File: src/mem_pkg.sv
package mem_pkg;

  // bus widths shared by the interface and all bus agents
  localparam int ADDR_W = 32;
  localparam int DATA_W = 32;

  // default sram depth in words, must be a power of two
  localparam int MEM_WORDS_DEF = 1024;

  // load function codes
  // signed variants extend bit 7 or bit 15 of the selected data
  typedef enum logic [2:0] {
    LD_B  = 3'd0,
    LD_BU = 3'd1,
    LD_H  = 3'd2,
    LD_HU = 3'd3,
    LD_W  = 3'd4
  } ld_func_e;

  // store function codes
  typedef enum logic [2:0] {
    ST_B = 3'd0,
    ST_H = 3'd1,
    ST_W = 3'd2
  } st_func_e;

endpackage

File: src/axi_lite_if.sv
`timescale 1ns/1ps

interface axi_lite_if;
  import mem_pkg::*;

  // write address
  logic                awvalid;
  logic                awready;
  logic [ADDR_W-1:0]   awaddr;

  // write data
  logic                wvalid;
  logic                wready;
  logic [DATA_W-1:0]   wdata;
  logic [DATA_W/8-1:0] wstrb;

  // write response, code is always okay so not carried
  logic                bvalid;
  logic                bready;

  // read address
  logic                arvalid;
  logic                arready;
  logic [ADDR_W-1:0]   araddr;

  // read data
  logic                rvalid;
  logic                rready;
  logic [DATA_W-1:0]   rdata;

  modport master (
    output awvalid, awaddr, wvalid, wdata, wstrb, bready, arvalid, araddr, rready,
    input  awready, wready, bvalid, arready, rvalid, rdata
  );

  modport slave (
    input  awvalid, awaddr, wvalid, wdata, wstrb, bready, arvalid, araddr, rready,
    output awready, wready, bvalid, arready, rvalid, rdata
  );

endinterface

File: src/fetch_unit.sv
`timescale 1ns/1ps

module fetch_unit #(
  parameter logic [31:0] reset_pc = 32'h0000_0000
) (
  input  logic        clk,
  input  logic        rstn,
  input  logic        redirect_valid,
  input  logic [31:0] redirect_pc,
  output logic [31:0] instr,
  output logic [31:0] instr_pc,
  output logic        instr_valid,
  input  logic        instr_ready,
  axi_lite_if.master  bus
);

  logic [31:0] pc;
  logic        req_q;
  logic [31:0] req_addr_q;
  logic        inflight;
  logic        drop;
  logic        buf_valid;
  logic [31:0] buf_data;
  logic [31:0] buf_pc;
  logic        can_issue;
  logic        ar_fire;
  logic        r_fire;
  logic        consume;

  // one outstanding read, issued only into an empty buffer
  assign can_issue   = !req_q && !inflight && !buf_valid;
  assign bus.arvalid = req_q || can_issue;
  assign bus.araddr  = req_q ? req_addr_q : pc;
  assign bus.rready  = !buf_valid;

  assign ar_fire = bus.arvalid && bus.arready;
  assign r_fire  = inflight && bus.rvalid && bus.rready;
  assign consume = buf_valid && instr_ready;

  // read only master
  assign bus.awvalid = 1'b0;
  assign bus.awaddr  = '0;
  assign bus.wvalid  = 1'b0;
  assign bus.wdata   = '0;
  assign bus.wstrb   = '0;
  assign bus.bready  = 1'b0;

  always_ff @(posedge clk) begin
    if (!rstn) begin
      pc        <= reset_pc;
      req_q     <= 1'b0;
      inflight  <= 1'b0;
      drop      <= 1'b0;
      buf_valid <= 1'b0;
    end else begin
      // AR must stay up once raised
      req_q <= bus.arvalid && !bus.arready;
      if (ar_fire) begin
        inflight <= 1'b1;
      end else if (r_fire) begin
        inflight <= 1'b0;
      end
      if (r_fire) begin
        drop      <= 1'b0;
        buf_valid <= !drop;
      end
      if (consume) begin
        buf_valid <= 1'b0;
        pc        <= pc + 32'd4;
      end
      // anything still outstanding now belongs to the old stream
      if (redirect_valid) begin
        pc        <= redirect_pc;
        buf_valid <= 1'b0;
        drop      <= (inflight && !r_fire) || bus.arvalid;
      end
    end
  end

  always_ff @(posedge clk) begin
    if (can_issue) begin
      req_addr_q <= pc;
    end
    if (r_fire) begin
      buf_data <= bus.rdata;
      buf_pc   <= req_addr_q;
    end
  end

  assign instr       = buf_data;
  assign instr_pc    = buf_pc;
  assign instr_valid = buf_valid;

endmodule

File: src/flat_wrapper.sv
// flat-port wrapper written by rule: the top's interface ports become plain ports
module fetch_unit_flat 
#(
  parameter logic [31:0] reset_pc = 32'h0000_0000
)
  (clk, rstn, redirect_valid, redirect_pc, instr, instr_pc, instr_valid, instr_ready, bus_awvalid, bus_awaddr, bus_wvalid, bus_wdata, bus_wstrb, bus_bready, bus_arvalid, bus_araddr, bus_rready, bus_awready, bus_wready, bus_bvalid, bus_arready, bus_rvalid, bus_rdata);
  axi_lite_if bus_i ();
  input  logic clk;
  input  logic rstn;
  input  logic redirect_valid;
  input  logic [31:0] redirect_pc;
  output logic [31:0] instr;
  output logic [31:0] instr_pc;
  output logic instr_valid;
  input  logic instr_ready;
  output wire logic [$bits(bus_i.awvalid)-1:0] bus_awvalid;
  output wire logic [$bits(bus_i.awaddr)-1:0] bus_awaddr;
  output wire logic [$bits(bus_i.wvalid)-1:0] bus_wvalid;
  output wire logic [$bits(bus_i.wdata)-1:0] bus_wdata;
  output wire logic [$bits(bus_i.wstrb)-1:0] bus_wstrb;
  output wire logic [$bits(bus_i.bready)-1:0] bus_bready;
  output wire logic [$bits(bus_i.arvalid)-1:0] bus_arvalid;
  output wire logic [$bits(bus_i.araddr)-1:0] bus_araddr;
  output wire logic [$bits(bus_i.rready)-1:0] bus_rready;
  input wire logic [$bits(bus_i.awready)-1:0] bus_awready;
  input wire logic [$bits(bus_i.wready)-1:0] bus_wready;
  input wire logic [$bits(bus_i.bvalid)-1:0] bus_bvalid;
  input wire logic [$bits(bus_i.arready)-1:0] bus_arready;
  input wire logic [$bits(bus_i.rvalid)-1:0] bus_rvalid;
  input wire logic [$bits(bus_i.rdata)-1:0] bus_rdata;
  assign bus_awvalid = bus_i.awvalid;
  assign bus_awaddr = bus_i.awaddr;
  assign bus_wvalid = bus_i.wvalid;
  assign bus_wdata = bus_i.wdata;
  assign bus_wstrb = bus_i.wstrb;
  assign bus_bready = bus_i.bready;
  assign bus_arvalid = bus_i.arvalid;
  assign bus_araddr = bus_i.araddr;
  assign bus_rready = bus_i.rready;
  assign bus_i.awready = bus_awready;
  assign bus_i.wready = bus_wready;
  assign bus_i.bvalid = bus_bvalid;
  assign bus_i.arready = bus_arready;
  assign bus_i.rvalid = bus_rvalid;
  assign bus_i.rdata = bus_rdata;
  fetch_unit #(.reset_pc(reset_pc)) u_core (.clk(clk), .rstn(rstn), .redirect_valid(redirect_valid), .redirect_pc(redirect_pc), .instr(instr), .instr_pc(instr_pc), .instr_valid(instr_valid), .instr_ready(instr_ready), .bus(bus_i));
endmodule
File: config.mk
export PLATFORM = sky130hd
export DESIGN_NAME = fetch_unit_flat
export DESIGN_NICKNAME = d
export VERILOG_FILES = /design/src/mem_pkg.sv /design/src/axi_lite_if.sv /design/src/fetch_unit.sv /design/src/flat_wrapper.sv
export SDC_FILE = /design/constraint.sdc
export NUM_CORES = 1
export LEC_CHECK = 0
export BUFFER_PORTS_ARGS = -buffer_cell sky130_fd_sc_hd__buf_2
export CAP_MARGIN = 20
export CORE_UTILIZATION = 52
export DETAILED_ROUTE_END_ITERATION = 8
export PLACE_DENSITY = 0.9
export SLEW_MARGIN = 20
export SYNTH_ARGS = -nofsm -noshare
export SYNTH_HDL_FRONTEND = slang
export SYNTH_SLANG_ARGS = --single-unit
File: constraint.sdc
create_clock -name clk -period 6.4 [get_ports clk]
set_input_delay 0.32 -clock clk [delete_from_list [all_inputs] [get_ports clk]]
set_output_delay 0.32 -clock clk [all_outputs]
set_load 0.03 [all_outputs]
==> results_dict.tcl <==
set metrics [dict create \
    dieArea_sq_um 12000 \
    p_sw_mw 0.581 \
    grt_max_degree 45 \
    yosysSeqAreaShare_pct 59.9 \
    drt_iter0_drc 290 \
    p_comb_share_pct 13.4 \
    core_area_sq_um 11000 \
    clkPwrFrac_pct 38.7 \
    cts_made_buffers 17 \
    antenna_found_initial 2 \
    layout-drive-gt1-share_pct 35.9 \
    critPathArrivalTime_ps 1960 \
    netlist_instances 473 \
    hold_viol 0 \
    synth_edf_count 96 \
    cts_resized 0 \
    critPathMaxFanout 38 \
    fmax_mhz 439 \
    fin_crit_sh_pct 35.6 \
    drtAntennaViolNets 0 \
    cts_setup_buffers 0 \
    fin_nets 709 \
    fp.dieW_um 110 \
    critPathLaunch "u_core.req_q$_SDFF_PN0_" \
    fillers 842 \
    vias 4218 \
    r2r-start "u_core.pc[2]$_SDFFE_PN0N_" \
    synth.distinct_cells 61 \
    wl_per_cell_um 16.8 \
    dominantRegCellSynth "edfxtp_1" \
    start_util_pct 54.5 \
    start_kind "flip-flop" \
    finalSetupViolCount 0 \
    worst-path-buf-inv 1 \
    clk_latency_ps 410 \
    drtPass1Iterations 5 \
    period_minus_slack_ps 2280 \
    synth_area_per_cell_sq_um 12.7 \
    p_per_area_nw_per_um2 306 \
    ys_ff_latch 132 \
    ir_drop_uv 232 \
    clockRootBuffer "clkbuf_16" \
    track_usage_pct 21.8 \
    vias_per_cell 5.35 \
    max_slew.worst_pin.slew_ps 1080 \
    grt_pass1_wl_um 19500 \
    totalNegativeSetupSlack_ps 0 \
    hold_start "bus_rdata[15]" \
    regArea_sq_um 3600 \
    multiInputGateArea_sq_um 1940 \
    relSlewSlack_pct 27.9 \
    critPathTopFamily "flip-flops" \
    end_kind "output pin" \
    rsz0062_at_grt "false" \
    cts_hold_buf 0 \
    routabilityCongestion 0.866 \
    dpl.hpwl_um 9320 \
    path_cells "mux2_2 -> buf_2" \
    clockBufferDepth 2 \
    first_global_vias 3988 \
    clkSinkCount 132 \
    worst-endpoint-required_ps 6080 \
    io_buffers 168 \
    cts.reportedPaths.clkPinSlew_ps 50 \
    chipHeight_um 110 \
    netlist_area_sq_um 6010 \
    power_mw 2.18 \
    max_stage_delay_ps 930 \
    slowest_stage "dfxtp_2" \
    p_leak_nw 2.99 \
    drc 0 \
    status "finished, final reports clean" \
    max_cap_violations 0 \
    netSwitchingFraction_pct 26.6 \
    synthToLayoutAreaGrowth_pct 18.4 \
    hold_path.class "input port to flip-flop" \
    worst-setup-path-type "flip-flop to output pin" \
    drt_wl_total_um 13200 \
    htree_levels 4 \
    yosys_warnings 0 \
    final_common_cell "buf_2" \
    sequentialPowerShare_pct 47.9 \
    boundaryPins 243 \
    tritoncts "built" \
    async_reset_ff_share_pct 0 \
    power.internal_mw 1.60 \
    layout_common_cells "buf_2 (168), edfxtp_1 (96), conb_1 (71), dfxtp_1 (35), mux2_2 (28)" \
    hold_ws_ps 90.9 \
    finalMaxSlewViolations 0 \
    finClkSkew_ps 9.95 \
    overflow 0 \
    fp-row-count 38 \
]
[power by group through the flow]
stage / clock network, mW / logic [mW] / registers (mW)
2_1_floorplan: 0 / 0.223 / 1.08
3_3_place_gp: 0 / 0.286 / 1.05
3_5_place_dp: 0 / 0.293 / 1.06
4_1_cts: 0.854 / 0.294 / 1.04
5_1_grt: 0.886 / 0.311 / 1.05
6_report: 0.844 / 0.292 / 1.04
[cells in the mapped netlist, types with 2 or more instances]
library cell / number / area share (%)
o21a_1: 2 / 0.25
mux2_2: 28 / 5.2
buf_6: 4 / 0.75
mux2i_1: 3 / 0.50
or4_1: 2 / 0.25
dfxtp_1: 36 / 12
nor4_1: 5 / 0.52
inv_1: 7 / 0.44
nor3_1: 11 / 0.92
nor3b_1: 4 / 0.50
nand2_1: 20 / 1.2
edfxtp_1: 96 / 48
o311ai_1: 2 / 0.29
and2_1: 6 / 0.62
a31oi_1: 3 / 0.31
nor2b_1: 6 / 0.62
buf_4: 74 / 9.2
nor4b_1: 2 / 0.29
xor2_1: 3 / 0.44
a211oi_1: 4 / 0.50
a311oi_1: 3 / 0.44
clkbuf_1: 12 / 0.75
nand4_1: 14 / 1.5
and3_1: 5 / 0.52
nor2_1: 7 / 0.44
clkbuf_8: 3 / 0.69
a21oi_1: 10 / 0.83
o211a_1: 3 / 0.50
xnor2_1: 9 / 1.3
o21ai_0: 24 / 2.0
nand3_1: 20 / 1.7
buf_2: 3 / 0.25
nand2b_1: 4 / 0.42
nand4_2: 2 / 0.42
and4_1: 10 / 1.5
[flip-flops by register name, summed over array words and instances, names as in the netlist]
name,count
u_core.instr,32
u_core.instr_pc,32
u_core.pc,32
u_core.req_addr_q,32
u_core.drop,1
u_core.inflight,1
u_core.instr_valid,1
u_core.req_q,1
[cells by family (layout without fill, tap and decap cells)]
logic type	count (synthesis)	in the layout	synth area share, %
AO/OA/AOI/OAI	66	66	7.35
XOR/XNOR	12	12	1.75
adder cells (fa/ha/maj)	1	1	0.208
buffers and inverters	104	208	12.2
flip-flops	132	132	59.9
multiplexers	31	31	5.74
other	1	72	0.0624
AND/OR/NAND/NOR	126	126	12.7
[path summary, 6_finish.rpt]
path | to | slack (ps) | depth (start not counted)
max | bus_araddr[15] | 4120 | 2
min | u_core.instr[15]$_DFFE_PP_ | 90 | 1
max reg2reg | u_core.pc[18]$_SDFFE_PN0N_ | 4150 | 5
min reg2reg | u_core.instr_pc[11]$_DFFE_PP_ | 440 | 0
[stage by stage]
| stage | cells | setup WS (ps) | utilization (%) | area, sq um |
|---|---|---|---|---|
| final | 788 | 4120 | 64.5 | 7120 |
| after global routing | 788 | 3990 | 64.5 | 7120 |
| after CTS | 787 | 4110 | 64.5 | 7110 |
| after detailed placement | 756 | 3810 | 59.9 | 6600 |
| after global placement | 756 | 3970 | 59.9 | 6600 |
| after floorplan | 543 | 3020 | - | 6270 |
[cell type report]
class / instances / share of cell area [%]
Clock buffer: 23 / 6.29
Inverter: 7 / 0.369
Sequential cell: 132 / 50.7
Timing Repair Buffer: 170 / 12.0
Multi-Input combinational cell: 307 / 27.3
Antenna cell: 1 / 0.0352
Tap cell: 140 / 2.46
Clock inverter: 8 / 0.897
[worst reg2reg max path, delay by kind of cell, from the launching register on]
kind                       cells  cell delay [ps]
adders and majority gates      1              240
DFF                            1              490
AOI/OAI and AO/OA              2              440
and+or+nand+nor                2              960
[metal layers]
layer  share of wire (%)  GRT usage [%]  wire, um  up-vias
li1                    -              -         -     1950
met1                  39           25.0      5210     1991
met4                 1.7           10.5       219        0
met5                   0              0         0        -
met2                  50           38.5      6660      251
met3                 8.7           4.98      1150       26
No activity file was read; power rests on OpenSTA's default activity.
