$ cat config.mk
export PLATFORM = sky130hd
export DESIGN_NAME = lsu_flat
export DESIGN_NICKNAME = d
export VERILOG_FILES = /design/src/mem_pkg.sv /design/src/axi_lite_if.sv /design/src/lsu.sv /design/src/flat_wrapper.sv
export SDC_FILE = /design/constraint.sdc
export NUM_CORES = 1
export LEC_CHECK = 0
export BUFFER_PORTS_ARGS = -buffer_cell sky130_fd_sc_hd__buf_4
export CORE_AREA = 3 3 111 113
export CTS_CLUSTER_DIAMETER = 150
export DETAILED_ROUTE_END_ITERATION = 10
export DIE_AREA = 0 0 114 116
export GPL_TIMING_DRIVEN = 0
export PLACE_DENSITY = 0.64
export SETUP_SLACK_MARGIN = 0.2
export SLEW_MARGIN = 20
export SYNTH_ARGS = -nofsm -noshare
export SYNTH_HDL_FRONTEND = slang
export SYNTH_SLANG_ARGS = --single-unit
export TNS_END_PERCENT = 1
$ cat constraint.sdc
create_clock -name clk -period 1.87 [get_ports clk]
set_input_delay 0.187 -clock clk [delete_from_list [all_inputs] [get_ports clk]]
set_output_delay 0.187 -clock clk [all_outputs]
set_load 0.01 [all_outputs]
$ cat src/mem_pkg.sv
package mem_pkg;

  // bus widths shared by the interface and all bus agents
  localparam int ADDR_W = 32;
  localparam int DATA_W = 32;

  // default sram depth in words, must be a power of two
  localparam int MEM_WORDS_DEF = 1024;

  // load function codes
  // signed variants extend bit 7 or bit 15 of the selected data
  typedef enum logic [2:0] {
    LD_B  = 3'd0,
    LD_BU = 3'd1,
    LD_H  = 3'd2,
    LD_HU = 3'd3,
    LD_W  = 3'd4
  } ld_func_e;

  // store function codes
  typedef enum logic [2:0] {
    ST_B = 3'd0,
    ST_H = 3'd1,
    ST_W = 3'd2
  } st_func_e;

endpackage

$ cat src/axi_lite_if.sv
`timescale 1ns/1ps

interface axi_lite_if;
  import mem_pkg::*;

  // write address
  logic                awvalid;
  logic                awready;
  logic [ADDR_W-1:0]   awaddr;

  // write data
  logic                wvalid;
  logic                wready;
  logic [DATA_W-1:0]   wdata;
  logic [DATA_W/8-1:0] wstrb;

  // write response, code is always okay so not carried
  logic                bvalid;
  logic                bready;

  // read address
  logic                arvalid;
  logic                arready;
  logic [ADDR_W-1:0]   araddr;

  // read data
  logic                rvalid;
  logic                rready;
  logic [DATA_W-1:0]   rdata;

  modport master (
    output awvalid, awaddr, wvalid, wdata, wstrb, bready, arvalid, araddr, rready,
    input  awready, wready, bvalid, arready, rvalid, rdata
  );

  modport slave (
    input  awvalid, awaddr, wvalid, wdata, wstrb, bready, arvalid, araddr, rready,
    output awready, wready, bvalid, arready, rvalid, rdata
  );

endinterface

$ cat src/lsu.sv
`timescale 1ns/1ps

module lsu (
  input  logic              clk,
  input  logic              rstn,
  // load request and reply
  input  logic [31:0]       raddr,
  input  mem_pkg::ld_func_e rfunc,
  input  logic              rreq_valid,
  output logic              rreq_ready,
  output logic [31:0]       rdata,
  output logic              rres_valid,
  input  logic              rres_ready,
  // store request and reply
  input  logic [31:0]       waddr,
  input  logic [31:0]       wdata,
  input  mem_pkg::st_func_e wfunc,
  input  logic              wreq_valid,
  output logic              wreq_ready,
  output logic              wres_valid,
  input  logic              wres_ready,
  axi_lite_if.master        bus
);
  import mem_pkg::*;

  // load side state, captured when AR is accepted
  logic [1:0]  ld_align;
  ld_func_e    ld_func;
  logic [31:0] ld_shifted;
  logic [31:0] ld_result;

  // store side
  logic [31:0] st_data;
  logic [3:0]  st_mask;
  logic [3:0]  st_strb;
  logic        aw_pend;
  logic        w_pend;

  // read address goes straight out
  assign bus.arvalid = rreq_valid;
  assign bus.araddr  = raddr;
  assign rreq_ready  = bus.arready;

  always_ff @(posedge clk) begin
    if (bus.arvalid && bus.arready) begin
      ld_align <= raddr[1:0];
      ld_func  <= rfunc;
    end
  end

  // bring the addressed byte down to lane 0
  always_comb begin
    case (ld_align)
      2'd1:    ld_shifted = {8'h00, bus.rdata[31:8]};
      2'd2:    ld_shifted = {16'h0000, bus.rdata[31:16]};
      2'd3:    ld_shifted = {24'h000000, bus.rdata[31:24]};
      default: ld_shifted = bus.rdata;
    endcase
  end

  always_comb begin
    case (ld_func)
      LD_B:    ld_result = {{24{ld_shifted[7]}}, ld_shifted[7:0]};
      LD_BU:   ld_result = {24'h000000, ld_shifted[7:0]};
      LD_H:    ld_result = {{16{ld_shifted[15]}}, ld_shifted[15:0]};
      LD_HU:   ld_result = {16'h0000, ld_shifted[15:0]};
      default: ld_result = ld_shifted;
    endcase
  end

  assign rdata       = ld_result;
  assign rres_valid  = bus.rvalid;
  assign bus.rready  = rres_ready;

  // move store data into its byte lanes
  always_comb begin
    case (waddr[1:0])
      2'd1:    st_data = {wdata[23:0], 8'h00};
      2'd2:    st_data = {wdata[15:0], 16'h0000};
      2'd3:    st_data = {wdata[7:0], 24'h000000};
      default: st_data = wdata;
    endcase
  end

  // unshifted strobe, based at lane 0
  always_comb begin
    case (wfunc)
      ST_B:    st_mask = 4'b0001;
      ST_H:    st_mask = 4'b0011;
      default: st_mask = 4'b1111;
    endcase
  end

  assign st_strb = st_mask << waddr[1:0];

  // each channel sends once per store, both rearm on B
  always_ff @(posedge clk) begin
    if (!rstn) begin
      aw_pend <= 1'b1;
      w_pend  <= 1'b1;
    end else if (bus.bvalid && bus.bready) begin
      aw_pend <= 1'b1;
      w_pend  <= 1'b1;
    end else begin
      if (bus.awvalid && bus.awready) begin
        aw_pend <= 1'b0;
      end
      if (bus.wvalid && bus.wready) begin
        w_pend <= 1'b0;
      end
    end
  end

  assign bus.awvalid = wreq_valid && aw_pend;
  assign bus.awaddr  = waddr;
  assign bus.wvalid  = wreq_valid && w_pend;
  assign bus.wdata   = st_data;
  assign bus.wstrb   = st_strb;
  assign wreq_ready  = bus.awvalid && bus.awready && bus.wvalid && bus.wready;

  assign wres_valid  = bus.bvalid;
  assign bus.bready  = wres_ready;

endmodule

$ cat src/flat_wrapper.sv
// flat-port wrapper written by rule: the top's interface ports become plain ports
module lsu_flat import mem_pkg::*;
  (clk, rstn, raddr, rfunc, rreq_valid, rreq_ready, rdata, rres_valid, rres_ready, waddr, wdata, wfunc, wreq_valid, wreq_ready, wres_valid, wres_ready, bus_awvalid, bus_awaddr, bus_wvalid, bus_wdata, bus_wstrb, bus_bready, bus_arvalid, bus_araddr, bus_rready, bus_awready, bus_wready, bus_bvalid, bus_arready, bus_rvalid, bus_rdata);
  axi_lite_if bus_i ();
  input  logic clk;
  input  logic rstn;
  input  logic [31:0] raddr;
  input  mem_pkg::ld_func_e rfunc;
  input  logic rreq_valid;
  output logic rreq_ready;
  output logic [31:0] rdata;
  output logic rres_valid;
  input  logic rres_ready;
  input  logic [31:0] waddr;
  input  logic [31:0] wdata;
  input  mem_pkg::st_func_e wfunc;
  input  logic wreq_valid;
  output logic wreq_ready;
  output logic wres_valid;
  input  logic wres_ready;
  output wire logic [$bits(bus_i.awvalid)-1:0] bus_awvalid;
  output wire logic [$bits(bus_i.awaddr)-1:0] bus_awaddr;
  output wire logic [$bits(bus_i.wvalid)-1:0] bus_wvalid;
  output wire logic [$bits(bus_i.wdata)-1:0] bus_wdata;
  output wire logic [$bits(bus_i.wstrb)-1:0] bus_wstrb;
  output wire logic [$bits(bus_i.bready)-1:0] bus_bready;
  output wire logic [$bits(bus_i.arvalid)-1:0] bus_arvalid;
  output wire logic [$bits(bus_i.araddr)-1:0] bus_araddr;
  output wire logic [$bits(bus_i.rready)-1:0] bus_rready;
  input wire logic [$bits(bus_i.awready)-1:0] bus_awready;
  input wire logic [$bits(bus_i.wready)-1:0] bus_wready;
  input wire logic [$bits(bus_i.bvalid)-1:0] bus_bvalid;
  input wire logic [$bits(bus_i.arready)-1:0] bus_arready;
  input wire logic [$bits(bus_i.rvalid)-1:0] bus_rvalid;
  input wire logic [$bits(bus_i.rdata)-1:0] bus_rdata;
  assign bus_awvalid = bus_i.awvalid;
  assign bus_awaddr = bus_i.awaddr;
  assign bus_wvalid = bus_i.wvalid;
  assign bus_wdata = bus_i.wdata;
  assign bus_wstrb = bus_i.wstrb;
  assign bus_bready = bus_i.bready;
  assign bus_arvalid = bus_i.arvalid;
  assign bus_araddr = bus_i.araddr;
  assign bus_rready = bus_i.rready;
  assign bus_i.awready = bus_awready;
  assign bus_i.wready = bus_wready;
  assign bus_i.bvalid = bus_bvalid;
  assign bus_i.arready = bus_arready;
  assign bus_i.rvalid = bus_rvalid;
  assign bus_i.rdata = bus_rdata;
  lsu u_core (.clk(clk), .rstn(rstn), .raddr(raddr), .rfunc(rfunc), .rreq_valid(rreq_valid), .rreq_ready(rreq_ready), .rdata(rdata), .rres_valid(rres_valid), .rres_ready(rres_ready), .waddr(waddr), .wdata(wdata), .wfunc(wfunc), .wreq_valid(wreq_valid), .wreq_ready(wreq_ready), .wres_valid(wres_valid), .wres_ready(wres_ready), .bus(bus_i));
endmodule
==> out/results.txt <==
Outcome = finished, violations left
Failing checks = setup timing
Non-Filler Instances = 669
Fin worst setup slack = -0.1716 ns
Slowest stage delay, CP = 0.36 ns
Final hold violation count = 0
Initial antenna violation count = 0
Crit path max-delay cell type = edfxtp_1
Critical path buffer and inverter count = 3
Post-Syn Nets = 440
Arr. time, crit path = 1.85 ns
Placed cells = 661
Worst Hold Class = in -> reg
Post-synthesis area per instance = 7.448 um2
Crit end category = output pin
Max VDD drop = 585.7 uV
Max cap viols = 0
Unrepaired setup endpoints after global routing = yes
CTS Root Cell = clkbuf_16
Fin crit period = 2.042 ns
Growth of design area from synthesis to finish = 94.65%
Initial core utilization = 0.1924
Gr ovfl total = 0
Fmax = 489.8 MHz
Sequential area share after synthesis = 0.08656
Number of remaining DRC errors = 0
Tot GR Track Use = 0.1436
Via count = 2942
Port Buffers = 223
Slew headroom = 0.6660
Static leakage = 0.002214 uW
Worst-Margin Slew = 0.5005 ns
Core area = 11420 um2
Ports = 286
Largest family of logic cells by synthesized area = buffers and inverters
Mux share of post-synthesis cell area = 0.1959
Cell family with most CP delay = buffers and inverters
First-pass GRT wire length = 14980 um
Synthesized-area fraction occupied by and/or/nand/nor cells = 0.1913
Slew Limit Fails = 0
FP Rows = 39
Setup TNS = -2.802 ns
Yosys warnings = 0
TritonCTS clock tree = yes
Final RePlAce weighted congestion = 0.8896
Worst-path fanout max = 10
Yosys top cell area share = 0.2460
Synth Area in Adders = 0
Largest net degree at the start of global routing = 11
Fin crit share = 1.092
Power density over the cells = 401.1 nW/um2
DR WL/cell = 16.38 um
Placed Area = 4050 um2
Top post-synthesis cells by area = buf_4 (25%), mux2i_1 (14%), edfxtp_1 (6.8%), nand2_1 (6.3%), a21oi_1 (5.7%)
Nets = 672
Clock Latency Late Sink = 0.23 ns
DIE AREA = 13220 um2
Synth Area in Compound Gates = 0.2369
Cells after Synth = 295
Router iterations before antenna repair = 4
Die span in y = 116 um
Die W = 114 um
First DRT Iteration DRCs = 151
Clk buf depth = 2
TritonCTS buffer count = 3
Remaining antenna violation count = 0
Post-synth cell types = 30
Fillers = 1202
Synth Cell Area = 2197 um2
Design Area, Final = 4277 um2
Clk_skew = 0 ns
Crit path required time = 1.68 ns
Largest area contributor in the netlist = buf_4
Clk slew on worst S/H paths = 0.04 ns
Post-DP HPWL = 9342 um
Layout cells sized above 1 = 0.6806
Clock Sinks = 7
Vias in the first global route = 2872
Post-synthesis xor/xnor area fraction = 0
Overall power = 1715 uW
Final setup fails = 24
Setup Crit Path Kind = reg -> out
Routed WL = 10960 um
Antenna Cells = 0
Via density per instance = 4.398
Synthesized flop and latch total = 7
H-tree lvl count = 1
Type of origin of the critical path = flop
CP cell instances = buf_6 > mux2_4 > a32oi_4 > buf_8 > o211ai_2 > buf_4
flip-flops by register name (all words and copies together), names as in the netlist:
name / cells
u_core.aw_pend: 1
u_core.ld_align: 2
u_core.ld_func: 3
u_core.w_pend: 1
final timing paths:
path                           start                 to  slack [ns]  cells past startpoint
hold / removal              rfunc[0]  u_core.ld_func[0]        0.13                      1
setup / recovery  u_core.ld_align[0]          rdata[16]       -0.17                      6
hold reg to reg        u_core.w_pend      u_core.w_pend        0.45                      1
setup reg to reg      u_core.aw_pend     u_core.aw_pend        1.29                      1
final cells by class:
type	instances	area [um2]	share of cell area
clock buffer	4	78.83	0.01843
tap	143	178.9	0.04184
buffer	90	698.2	0.1633
timing repair buffer	227	1712	0.4002
multi-input combinational	198	1419	0.3318
sequential	7	190.2	0.04447
placed cells by master, fill, tap and decap left out, types with 8 or more instances in the layout:
cell type / synthesis / routed
a21oi_1: 25 / 22
buf_4: 72 / 297
nand2_1: 37 / 37
mux2_2: 8 / 8
nor2_1: 14 / 12
and2_1: 11 / 11
nor2b_1: 12 / 11
o21ai_0: 16 / 16
or2_2: 8 / 8
o211ai_2: 10 / 10
mux2i_1: 31 / 31
cell families after synthesis:
| logic type | after synthesis |
|---|---|
| muxes | 41 |
| buffers and inverters | 90 |
| and+or+nand+nor | 86 |
| DFF | 7 |
| AOI/OAI and AO/OA | 71 |
per-stage QoR:
| step | hold WS (ns) | setup WS (ns) | utilization |
|---|---|---|---|
| 6_report | 0.1308 | -0.1716 | 0.3745 |
| 5_1_grt | 0.1239 | -0.2159 | 0.3745 |
| 4_1_cts | 0.1260 | -0.1685 | 0.3702 |
| 3_5_place_dp | 0.3690 | -0.2740 | 0.3547 |
| 3_3_place_gp | 0.3676 | -0.2878 | 0.3547 |
| 2_1_floorplan | 0.2859 | 0.2797 | - |
power breakdown:
group          switching (uW)  internal, uW
combinational             515           643
sequential               10.9           179
clock                    84.1           284
total                     610          1110
Yosys cell counts:
cell type  count
a2111oi_0      1
a221oi_4       1
mux2_2         8
buf_6          1
buf_1          2
o211ai_1       6
nand3b_1       1
edfxtp_1       5
nor2_1        14
buf_8          1
buf_4         72
nand2_1       37
buf_2          7
dfxtp_1        2
a21oi_1       25
mux2i_1       31
nor2b_1       12
o21a_1         1
a32oi_4        1
a21o_1         2
nor3b_2        1
a211oi_1       8
and2_1        11
and4_1         1
clkbuf_1       7
o211ai_2      10
or2_2          8
mux2_4         2
nor4_1         1
o21ai_0       16
repair_timing:
action,in CTS,in global routing
resized for setup,18,20
pin swaps,7,5
buffers inserted,4,0
hold buffers,0,0
endpoints found under the setup margin,41,55
layer usage:
metal  wire length (um)  up-vias  GRT usage
li1                   -     1420          -
met1               3611     1331     0.1468
met2               6110      172     0.2904
met3                953       19    0.02559
met4                286        0    0.04751
met5                  0        -          0
Power figures use the tool's default switching activity.
