<file path="src/mem_pkg.sv">
package mem_pkg;

  // bus widths shared by the interface and all bus agents
  localparam int ADDR_W = 32;
  localparam int DATA_W = 32;

  // default sram depth in words, must be a power of two
  localparam int MEM_WORDS_DEF = 1024;

  // load function codes
  // signed variants extend bit 7 or bit 15 of the selected data
  typedef enum logic [2:0] {
    LD_B  = 3'd0,
    LD_BU = 3'd1,
    LD_H  = 3'd2,
    LD_HU = 3'd3,
    LD_W  = 3'd4
  } ld_func_e;

  // store function codes
  typedef enum logic [2:0] {
    ST_B = 3'd0,
    ST_H = 3'd1,
    ST_W = 3'd2
  } st_func_e;

endpackage

</file>
<file path="src/axi_lite_if.sv">
`timescale 1ns/1ps

interface axi_lite_if;
  import mem_pkg::*;

  // write address
  logic                awvalid;
  logic                awready;
  logic [ADDR_W-1:0]   awaddr;

  // write data
  logic                wvalid;
  logic                wready;
  logic [DATA_W-1:0]   wdata;
  logic [DATA_W/8-1:0] wstrb;

  // write response, code is always okay so not carried
  logic                bvalid;
  logic                bready;

  // read address
  logic                arvalid;
  logic                arready;
  logic [ADDR_W-1:0]   araddr;

  // read data
  logic                rvalid;
  logic                rready;
  logic [DATA_W-1:0]   rdata;

  modport master (
    output awvalid, awaddr, wvalid, wdata, wstrb, bready, arvalid, araddr, rready,
    input  awready, wready, bvalid, arready, rvalid, rdata
  );

  modport slave (
    input  awvalid, awaddr, wvalid, wdata, wstrb, bready, arvalid, araddr, rready,
    output awready, wready, bvalid, arready, rvalid, rdata
  );

endinterface

</file>
<file path="src/axi_arbiter.sv">
`timescale 1ns/1ps

module axi_arbiter (
  input  logic      clk,
  input  logic      rstn,
  axi_lite_if.slave m0,
  axi_lite_if.slave m1,
  axi_lite_if.master s
);

  logic owned;
  logic owner;
  logic last;
  logic m0_req;
  logic m1_req;
  logic req_any;
  logic pick;
  logic sel;
  logic release_now;

  assign m0_req  = m0.arvalid || m0.awvalid || m0.wvalid;
  assign m1_req  = m1.arvalid || m1.awvalid || m1.wvalid;
  assign req_any = m0_req || m1_req;

  // round robin, on a tie the master not served last wins
  always_comb begin
    if (m0_req && m1_req) begin
      pick = !last;
    end else begin
      pick = m1_req;
    end
  end

  // grant is combinational when idle, so no extra cycle
  assign sel = owned ? owner : pick;

  // transaction ends with its read or write response
  assign release_now = owned && ((s.rvalid && s.rready) || (s.bvalid && s.bready));

  always_ff @(posedge clk) begin
    if (!rstn) begin
      owned <= 1'b0;
      owner <= 1'b0;
      last  <= 1'b0;
    end else if (!owned) begin
      if (req_any) begin
        owned <= 1'b1;
        owner <= pick;
      end
    end else if (release_now) begin
      owned <= 1'b0;
      last  <= owner;
    end
  end

  // requests toward the slave
  assign s.awvalid = sel ? m1.awvalid : m0.awvalid;
  assign s.awaddr  = sel ? m1.awaddr  : m0.awaddr;
  assign s.wvalid  = sel ? m1.wvalid  : m0.wvalid;
  assign s.wdata   = sel ? m1.wdata   : m0.wdata;
  assign s.wstrb   = sel ? m1.wstrb   : m0.wstrb;
  assign s.arvalid = sel ? m1.arvalid : m0.arvalid;
  assign s.araddr  = sel ? m1.araddr  : m0.araddr;
  assign s.bready  = sel ? m1.bready  : m0.bready;
  assign s.rready  = sel ? m1.rready  : m0.rready;

  // readies only to the granted master
  assign m0.awready = !sel && s.awready;
  assign m0.wready  = !sel && s.wready;
  assign m0.arready = !sel && s.arready;
  assign m1.awready = sel && s.awready;
  assign m1.wready  = sel && s.wready;
  assign m1.arready = sel && s.arready;

  // responses, data can be shared since valid is steered
  assign m0.bvalid = !sel && s.bvalid;
  assign m0.rvalid = !sel && s.rvalid;
  assign m0.rdata  = s.rdata;
  assign m1.bvalid = sel && s.bvalid;
  assign m1.rvalid = sel && s.rvalid;
  assign m1.rdata  = s.rdata;

endmodule

</file>
<file path="src/flat_wrapper.sv">
// flat-port wrapper written by rule: the top's interface ports become plain ports
module axi_arbiter_flat 
  (clk, rstn, m0_awvalid, m0_awaddr, m0_wvalid, m0_wdata, m0_wstrb, m0_bready, m0_arvalid, m0_araddr, m0_rready, m0_awready, m0_wready, m0_bvalid, m0_arready, m0_rvalid, m0_rdata, m1_awvalid, m1_awaddr, m1_wvalid, m1_wdata, m1_wstrb, m1_bready, m1_arvalid, m1_araddr, m1_rready, m1_awready, m1_wready, m1_bvalid, m1_arready, m1_rvalid, m1_rdata, s_awvalid, s_awaddr, s_wvalid, s_wdata, s_wstrb, s_bready, s_arvalid, s_araddr, s_rready, s_awready, s_wready, s_bvalid, s_arready, s_rvalid, s_rdata);
  axi_lite_if m0_i ();
  axi_lite_if m1_i ();
  axi_lite_if s_i ();
  input  logic clk;
  input  logic rstn;
  input wire logic [$bits(m0_i.awvalid)-1:0] m0_awvalid;
  input wire logic [$bits(m0_i.awaddr)-1:0] m0_awaddr;
  input wire logic [$bits(m0_i.wvalid)-1:0] m0_wvalid;
  input wire logic [$bits(m0_i.wdata)-1:0] m0_wdata;
  input wire logic [$bits(m0_i.wstrb)-1:0] m0_wstrb;
  input wire logic [$bits(m0_i.bready)-1:0] m0_bready;
  input wire logic [$bits(m0_i.arvalid)-1:0] m0_arvalid;
  input wire logic [$bits(m0_i.araddr)-1:0] m0_araddr;
  input wire logic [$bits(m0_i.rready)-1:0] m0_rready;
  output wire logic [$bits(m0_i.awready)-1:0] m0_awready;
  output wire logic [$bits(m0_i.wready)-1:0] m0_wready;
  output wire logic [$bits(m0_i.bvalid)-1:0] m0_bvalid;
  output wire logic [$bits(m0_i.arready)-1:0] m0_arready;
  output wire logic [$bits(m0_i.rvalid)-1:0] m0_rvalid;
  output wire logic [$bits(m0_i.rdata)-1:0] m0_rdata;
  input wire logic [$bits(m1_i.awvalid)-1:0] m1_awvalid;
  input wire logic [$bits(m1_i.awaddr)-1:0] m1_awaddr;
  input wire logic [$bits(m1_i.wvalid)-1:0] m1_wvalid;
  input wire logic [$bits(m1_i.wdata)-1:0] m1_wdata;
  input wire logic [$bits(m1_i.wstrb)-1:0] m1_wstrb;
  input wire logic [$bits(m1_i.bready)-1:0] m1_bready;
  input wire logic [$bits(m1_i.arvalid)-1:0] m1_arvalid;
  input wire logic [$bits(m1_i.araddr)-1:0] m1_araddr;
  input wire logic [$bits(m1_i.rready)-1:0] m1_rready;
  output wire logic [$bits(m1_i.awready)-1:0] m1_awready;
  output wire logic [$bits(m1_i.wready)-1:0] m1_wready;
  output wire logic [$bits(m1_i.bvalid)-1:0] m1_bvalid;
  output wire logic [$bits(m1_i.arready)-1:0] m1_arready;
  output wire logic [$bits(m1_i.rvalid)-1:0] m1_rvalid;
  output wire logic [$bits(m1_i.rdata)-1:0] m1_rdata;
  output wire logic [$bits(s_i.awvalid)-1:0] s_awvalid;
  output wire logic [$bits(s_i.awaddr)-1:0] s_awaddr;
  output wire logic [$bits(s_i.wvalid)-1:0] s_wvalid;
  output wire logic [$bits(s_i.wdata)-1:0] s_wdata;
  output wire logic [$bits(s_i.wstrb)-1:0] s_wstrb;
  output wire logic [$bits(s_i.bready)-1:0] s_bready;
  output wire logic [$bits(s_i.arvalid)-1:0] s_arvalid;
  output wire logic [$bits(s_i.araddr)-1:0] s_araddr;
  output wire logic [$bits(s_i.rready)-1:0] s_rready;
  input wire logic [$bits(s_i.awready)-1:0] s_awready;
  input wire logic [$bits(s_i.wready)-1:0] s_wready;
  input wire logic [$bits(s_i.bvalid)-1:0] s_bvalid;
  input wire logic [$bits(s_i.arready)-1:0] s_arready;
  input wire logic [$bits(s_i.rvalid)-1:0] s_rvalid;
  input wire logic [$bits(s_i.rdata)-1:0] s_rdata;
  assign m0_i.awvalid = m0_awvalid;
  assign m0_i.awaddr = m0_awaddr;
  assign m0_i.wvalid = m0_wvalid;
  assign m0_i.wdata = m0_wdata;
  assign m0_i.wstrb = m0_wstrb;
  assign m0_i.bready = m0_bready;
  assign m0_i.arvalid = m0_arvalid;
  assign m0_i.araddr = m0_araddr;
  assign m0_i.rready = m0_rready;
  assign m0_awready = m0_i.awready;
  assign m0_wready = m0_i.wready;
  assign m0_bvalid = m0_i.bvalid;
  assign m0_arready = m0_i.arready;
  assign m0_rvalid = m0_i.rvalid;
  assign m0_rdata = m0_i.rdata;
  assign m1_i.awvalid = m1_awvalid;
  assign m1_i.awaddr = m1_awaddr;
  assign m1_i.wvalid = m1_wvalid;
  assign m1_i.wdata = m1_wdata;
  assign m1_i.wstrb = m1_wstrb;
  assign m1_i.bready = m1_bready;
  assign m1_i.arvalid = m1_arvalid;
  assign m1_i.araddr = m1_araddr;
  assign m1_i.rready = m1_rready;
  assign m1_awready = m1_i.awready;
  assign m1_wready = m1_i.wready;
  assign m1_bvalid = m1_i.bvalid;
  assign m1_arready = m1_i.arready;
  assign m1_rvalid = m1_i.rvalid;
  assign m1_rdata = m1_i.rdata;
  assign s_awvalid = s_i.awvalid;
  assign s_awaddr = s_i.awaddr;
  assign s_wvalid = s_i.wvalid;
  assign s_wdata = s_i.wdata;
  assign s_wstrb = s_i.wstrb;
  assign s_bready = s_i.bready;
  assign s_arvalid = s_i.arvalid;
  assign s_araddr = s_i.araddr;
  assign s_rready = s_i.rready;
  assign s_i.awready = s_awready;
  assign s_i.wready = s_wready;
  assign s_i.bvalid = s_bvalid;
  assign s_i.arready = s_arready;
  assign s_i.rvalid = s_rvalid;
  assign s_i.rdata = s_rdata;
  axi_arbiter u_core (.clk(clk), .rstn(rstn), .m0(m0_i), .m1(m1_i), .s(s_i));
endmodule
</file>
<file path="config.mk">
export PLATFORM = sky130hd
export DESIGN_NAME = axi_arbiter_flat
export DESIGN_NICKNAME = d
export VERILOG_FILES = /design/src/mem_pkg.sv /design/src/axi_lite_if.sv /design/src/axi_arbiter.sv /design/src/flat_wrapper.sv
export SDC_FILE = /design/constraint.sdc
export NUM_CORES = 1
export LEC_CHECK = 0
export ABC_AREA = 1
export BUFFER_PORTS_ARGS = -buffer_cell sky130_fd_sc_hd__buf_2
export CAP_MARGIN = 25
export CORE_AREA = 8 8 160 162
export DETAILED_ROUTE_END_ITERATION = 6
export DIE_AREA = 0 0 168 170
export GPL_TIMING_DRIVEN = 0
export HOLD_SLACK_MARGIN = 0.05
export SYNTH_ARGS = -nofsm -noshare
export SYNTH_HDL_FRONTEND = slang
export SYNTH_SLANG_ARGS = --single-unit
</file>
<file path="constraint.sdc">
create_clock -name clk -period 1.65 [get_ports clk]
set_clock_uncertainty 0.1 [all_clocks]
set_input_delay 0.0825 -clock clk [delete_from_list [all_inputs] [get_ports clk]]
set_output_delay 0.0825 -clock clk [all_outputs]
set_load 0.01 [all_outputs]
</file>
==> summary.md <==
| Metric | Value |
|---|---|
| Status | `finished with violations` |
| Violated checks | `setup timing` |
| First DRT Iteration DRCs | `115` |
| Mapped Cells | `447` |
| CTS tree | `done` |
| Via count | `just over 4000` |
| Critical path arrival | `1.60 ns` |
| Period utilisation layout | `108%` |
| Total routed wirelength | `17100 um` |
| Post-synth top area cell | `nand2_1` |
| Avg WL per Cell | `14.8 um` |
| Synth Cell Area | `2080 um2` |
| Die width | `168 um` |
| First-pass GRT wire length | `22700 um` |
| Num rows | `56` |
| Max-cap violations | `0` |
| Syn Area/Cell | `4.64 um2` |
| Longest Clk Path Bufs | `2` |
| Syn-to-layout area delta | `153%` |
| GPL Wtd Cong | `0.924` |
| Largest net degree at the start of global routing | `11` |
| Layout cell share with drive strength beyond 1 | `66.3%` |
| Seq cells post-synth | `3` |
| Netlist cell types | `18` |
| ANT nets after route | `0` |
| Yosys warns | `0` |
| Worst VDD drop | `between 0.2 and 0.25 mV` |
| Req. time, crit path | `1.47 ns` |
| Slew of the pin with the lowest slew margin | `between 0.2 and 0.25 ns` |
| Nets | `approximately 1100` |
| Crit path kind | `flop to output port` |
| Most frequent cells in the layout | `buf_2, nand2_1, buf_4, nand2_2, buf_6` |
| Clk sinks | `3` |
| # diodes | `0` |
| DP HPWL | `14500 um` |
| Crit path launch type | `flop` |
| Routed vias/inst | `3.60` |
| Global route total overflow | `0` |
| CTS buffer count | `3` |
| Power per standard cell area | `around 570 nW/um2` |
| Root buf cell | `clkbuf_16` |
| Die height | `170 um` |
| Post-synthesis sequential area ratio | `2.89%` |
| Clock slew at reported path FFs | `~0.030 ns` |
| H-Tree Depth | `1` |
| Max_slew headroom | `84.1%` |
| Most common cell after layout, fill and taps aside | `buf_2` |
| Placed Instances | `approximately 1100` |
| Nature of the critical path endpoint | `output port` |
| Final Critical Period | `1.78 ns` |
| Die area | `28600 um2` |
| Unrepaired setup endpoints after global routing | `true` |
| Synth top area cells | `nand2_1, buf_4, buf_2, buf_6, dfxtp_1` |
| Total track usage | `between 10% and 20%` |
| Starting Density | `9.00%` |
| Core Util, Final | `22.7%` |
| Slew Limit Fails | `0` |
| Syn_nets | `696` |
| Hold Path Class | `input pin to flop` |
| DRC | `0` |
| FMAX | `0.562 GHz` |
| Clk_lat worst skew | `~0.23 ns` |
| Core box area | `23100 um2` |
| P_leak | `3.38 nW` |
| Final Hold Viols | `0` |
| Worst-path maximum fanout | `10` |
| Initial antenna violation count | `2` |
| Finished Layout Cells | `1150` |
| Final setup margin | `-0.130 ns` |
| Post-synth top area share | `56.1%` |
| Io pins | `428` |
| Drt first pass iters | `4` |
| Vias in the first global route | `between 4000 and 5000` |
| Port buffer count | `395` |
| Setup violations, final | `92` |
==> final timing paths <==
| path | from | end | slack, ns | cells past startpoint |
|---|---|---|---|---|
| min reg2reg | u_core.owned$_SDFF_PN0_ | u_core.owned$_SDFF_PN0_ | 0.36 | 1 |
| min | s_rvalid | u_core.owned$_SDFF_PN0_ | 0.12 | 4 |
| max reg2reg | u_core.owned$_SDFF_PN0_ | u_core.last$_SDFFE_PN0P_ | 0.13 | 11 |
| max | u_core.owned$_SDFF_PN0_ | s_awaddr[16] | -0.13 | 9 |
==> cell families (layout without fill, tap and decap cells) <==
group	after synthesis	after routing	share of synthesized area [%]
AOI/OAI and AO/OA	7	7	1.87
buffers and inverters	103	516	33.5
and+or+nand+nor	334	334	61.8
DFF	3	3	2.89
==> synth_stat cells (all sizes together) <==
master  number
a21oi        2
and2         2
buf         86
clkbuf       1
dfxtp        3
inv         16
nand2      312
nand3        6
nand3b       1
nand4        1
nor2        12
o21ai        5
==> critical path, cell delays in order, from the launching register on <==
cell and delay, ns:
dfxtp_4 0.35, a21oi_2 0.11, nand2_2 0.11, nand2_8 0.14, inv_8 0.07, buf_12 0.15
buf_6 0.14, nand2_1 0.05, nand2_1 0.08, buf_2 0.15
==> per-stage QoR <==
stage / hold WS (ns) / power (W) / instance area, um2 / setup TNS (ns) / setup slack (ns)
global route: 0.181 / 0.00323 / 5240 / -13.50 / -0.189
finish: 0.123 / 0.00298 / 5240 / -5.38 / -0.130
detailed placement: 0.239 / 0.00210 / 4420 / -24.02 / -0.356
CTS: 0.135 / 0.00259 / 4610 / -8.67 / -0.145
floorplan: 0.107 / 0.00111 / 2080 / 0 / 0.377
global placement: 0.236 / 0.00209 / 4420 / -23.15 / -0.344
==> state kept, by name, summed over array words and instances (netlist names) <==
signal and flops:
u_core.owner 1, u_core.last 1, u_core.owned 1
==> what timing repair did <==
| action | in CTS | in global routing |
|---|---|---|
| hold buffers | 1 | 0 |
| endpoints found under the setup margin | 108 | 110 |
| setup buffers | 4 | 4 |
| pin swaps | 0 | 34 |
| gates cloned | 0 | 5 |
| gates resized for setup | 27 | 142 |
| endpoints found under the hold margin | 3 | 0 |
==> metal layers <==
metal	part of all wire (%)	routed length [um]	track usage (%)
met5	0.15	26	0
met4	2.0	347	2.83
met3	10	1780	3.34
met2	51	8700	18.9
met1	36	6200	10.4
==> report_power, final <==
group          leakage [nW]  switching (W)  internal [W]
sequential           0.0253     0.00000649     0.0000797
clock                0.0382      0.0000702      0.000319
combinational          3.32        0.00128       0.00123
==> cell type report <==
cell class | instances | area, um2
inverter | 16 | 67.6
fill | 2621 | 17800
sequential | 3 | 63.8
buffer | 87 | 777
tap | 290 | 363
timing repair buffer | 409 | 2330
clock buffer | 4 | 78.8
multi-input combinational | 341 | 1570
Note: power is estimated with default switching activity, not from simulation.
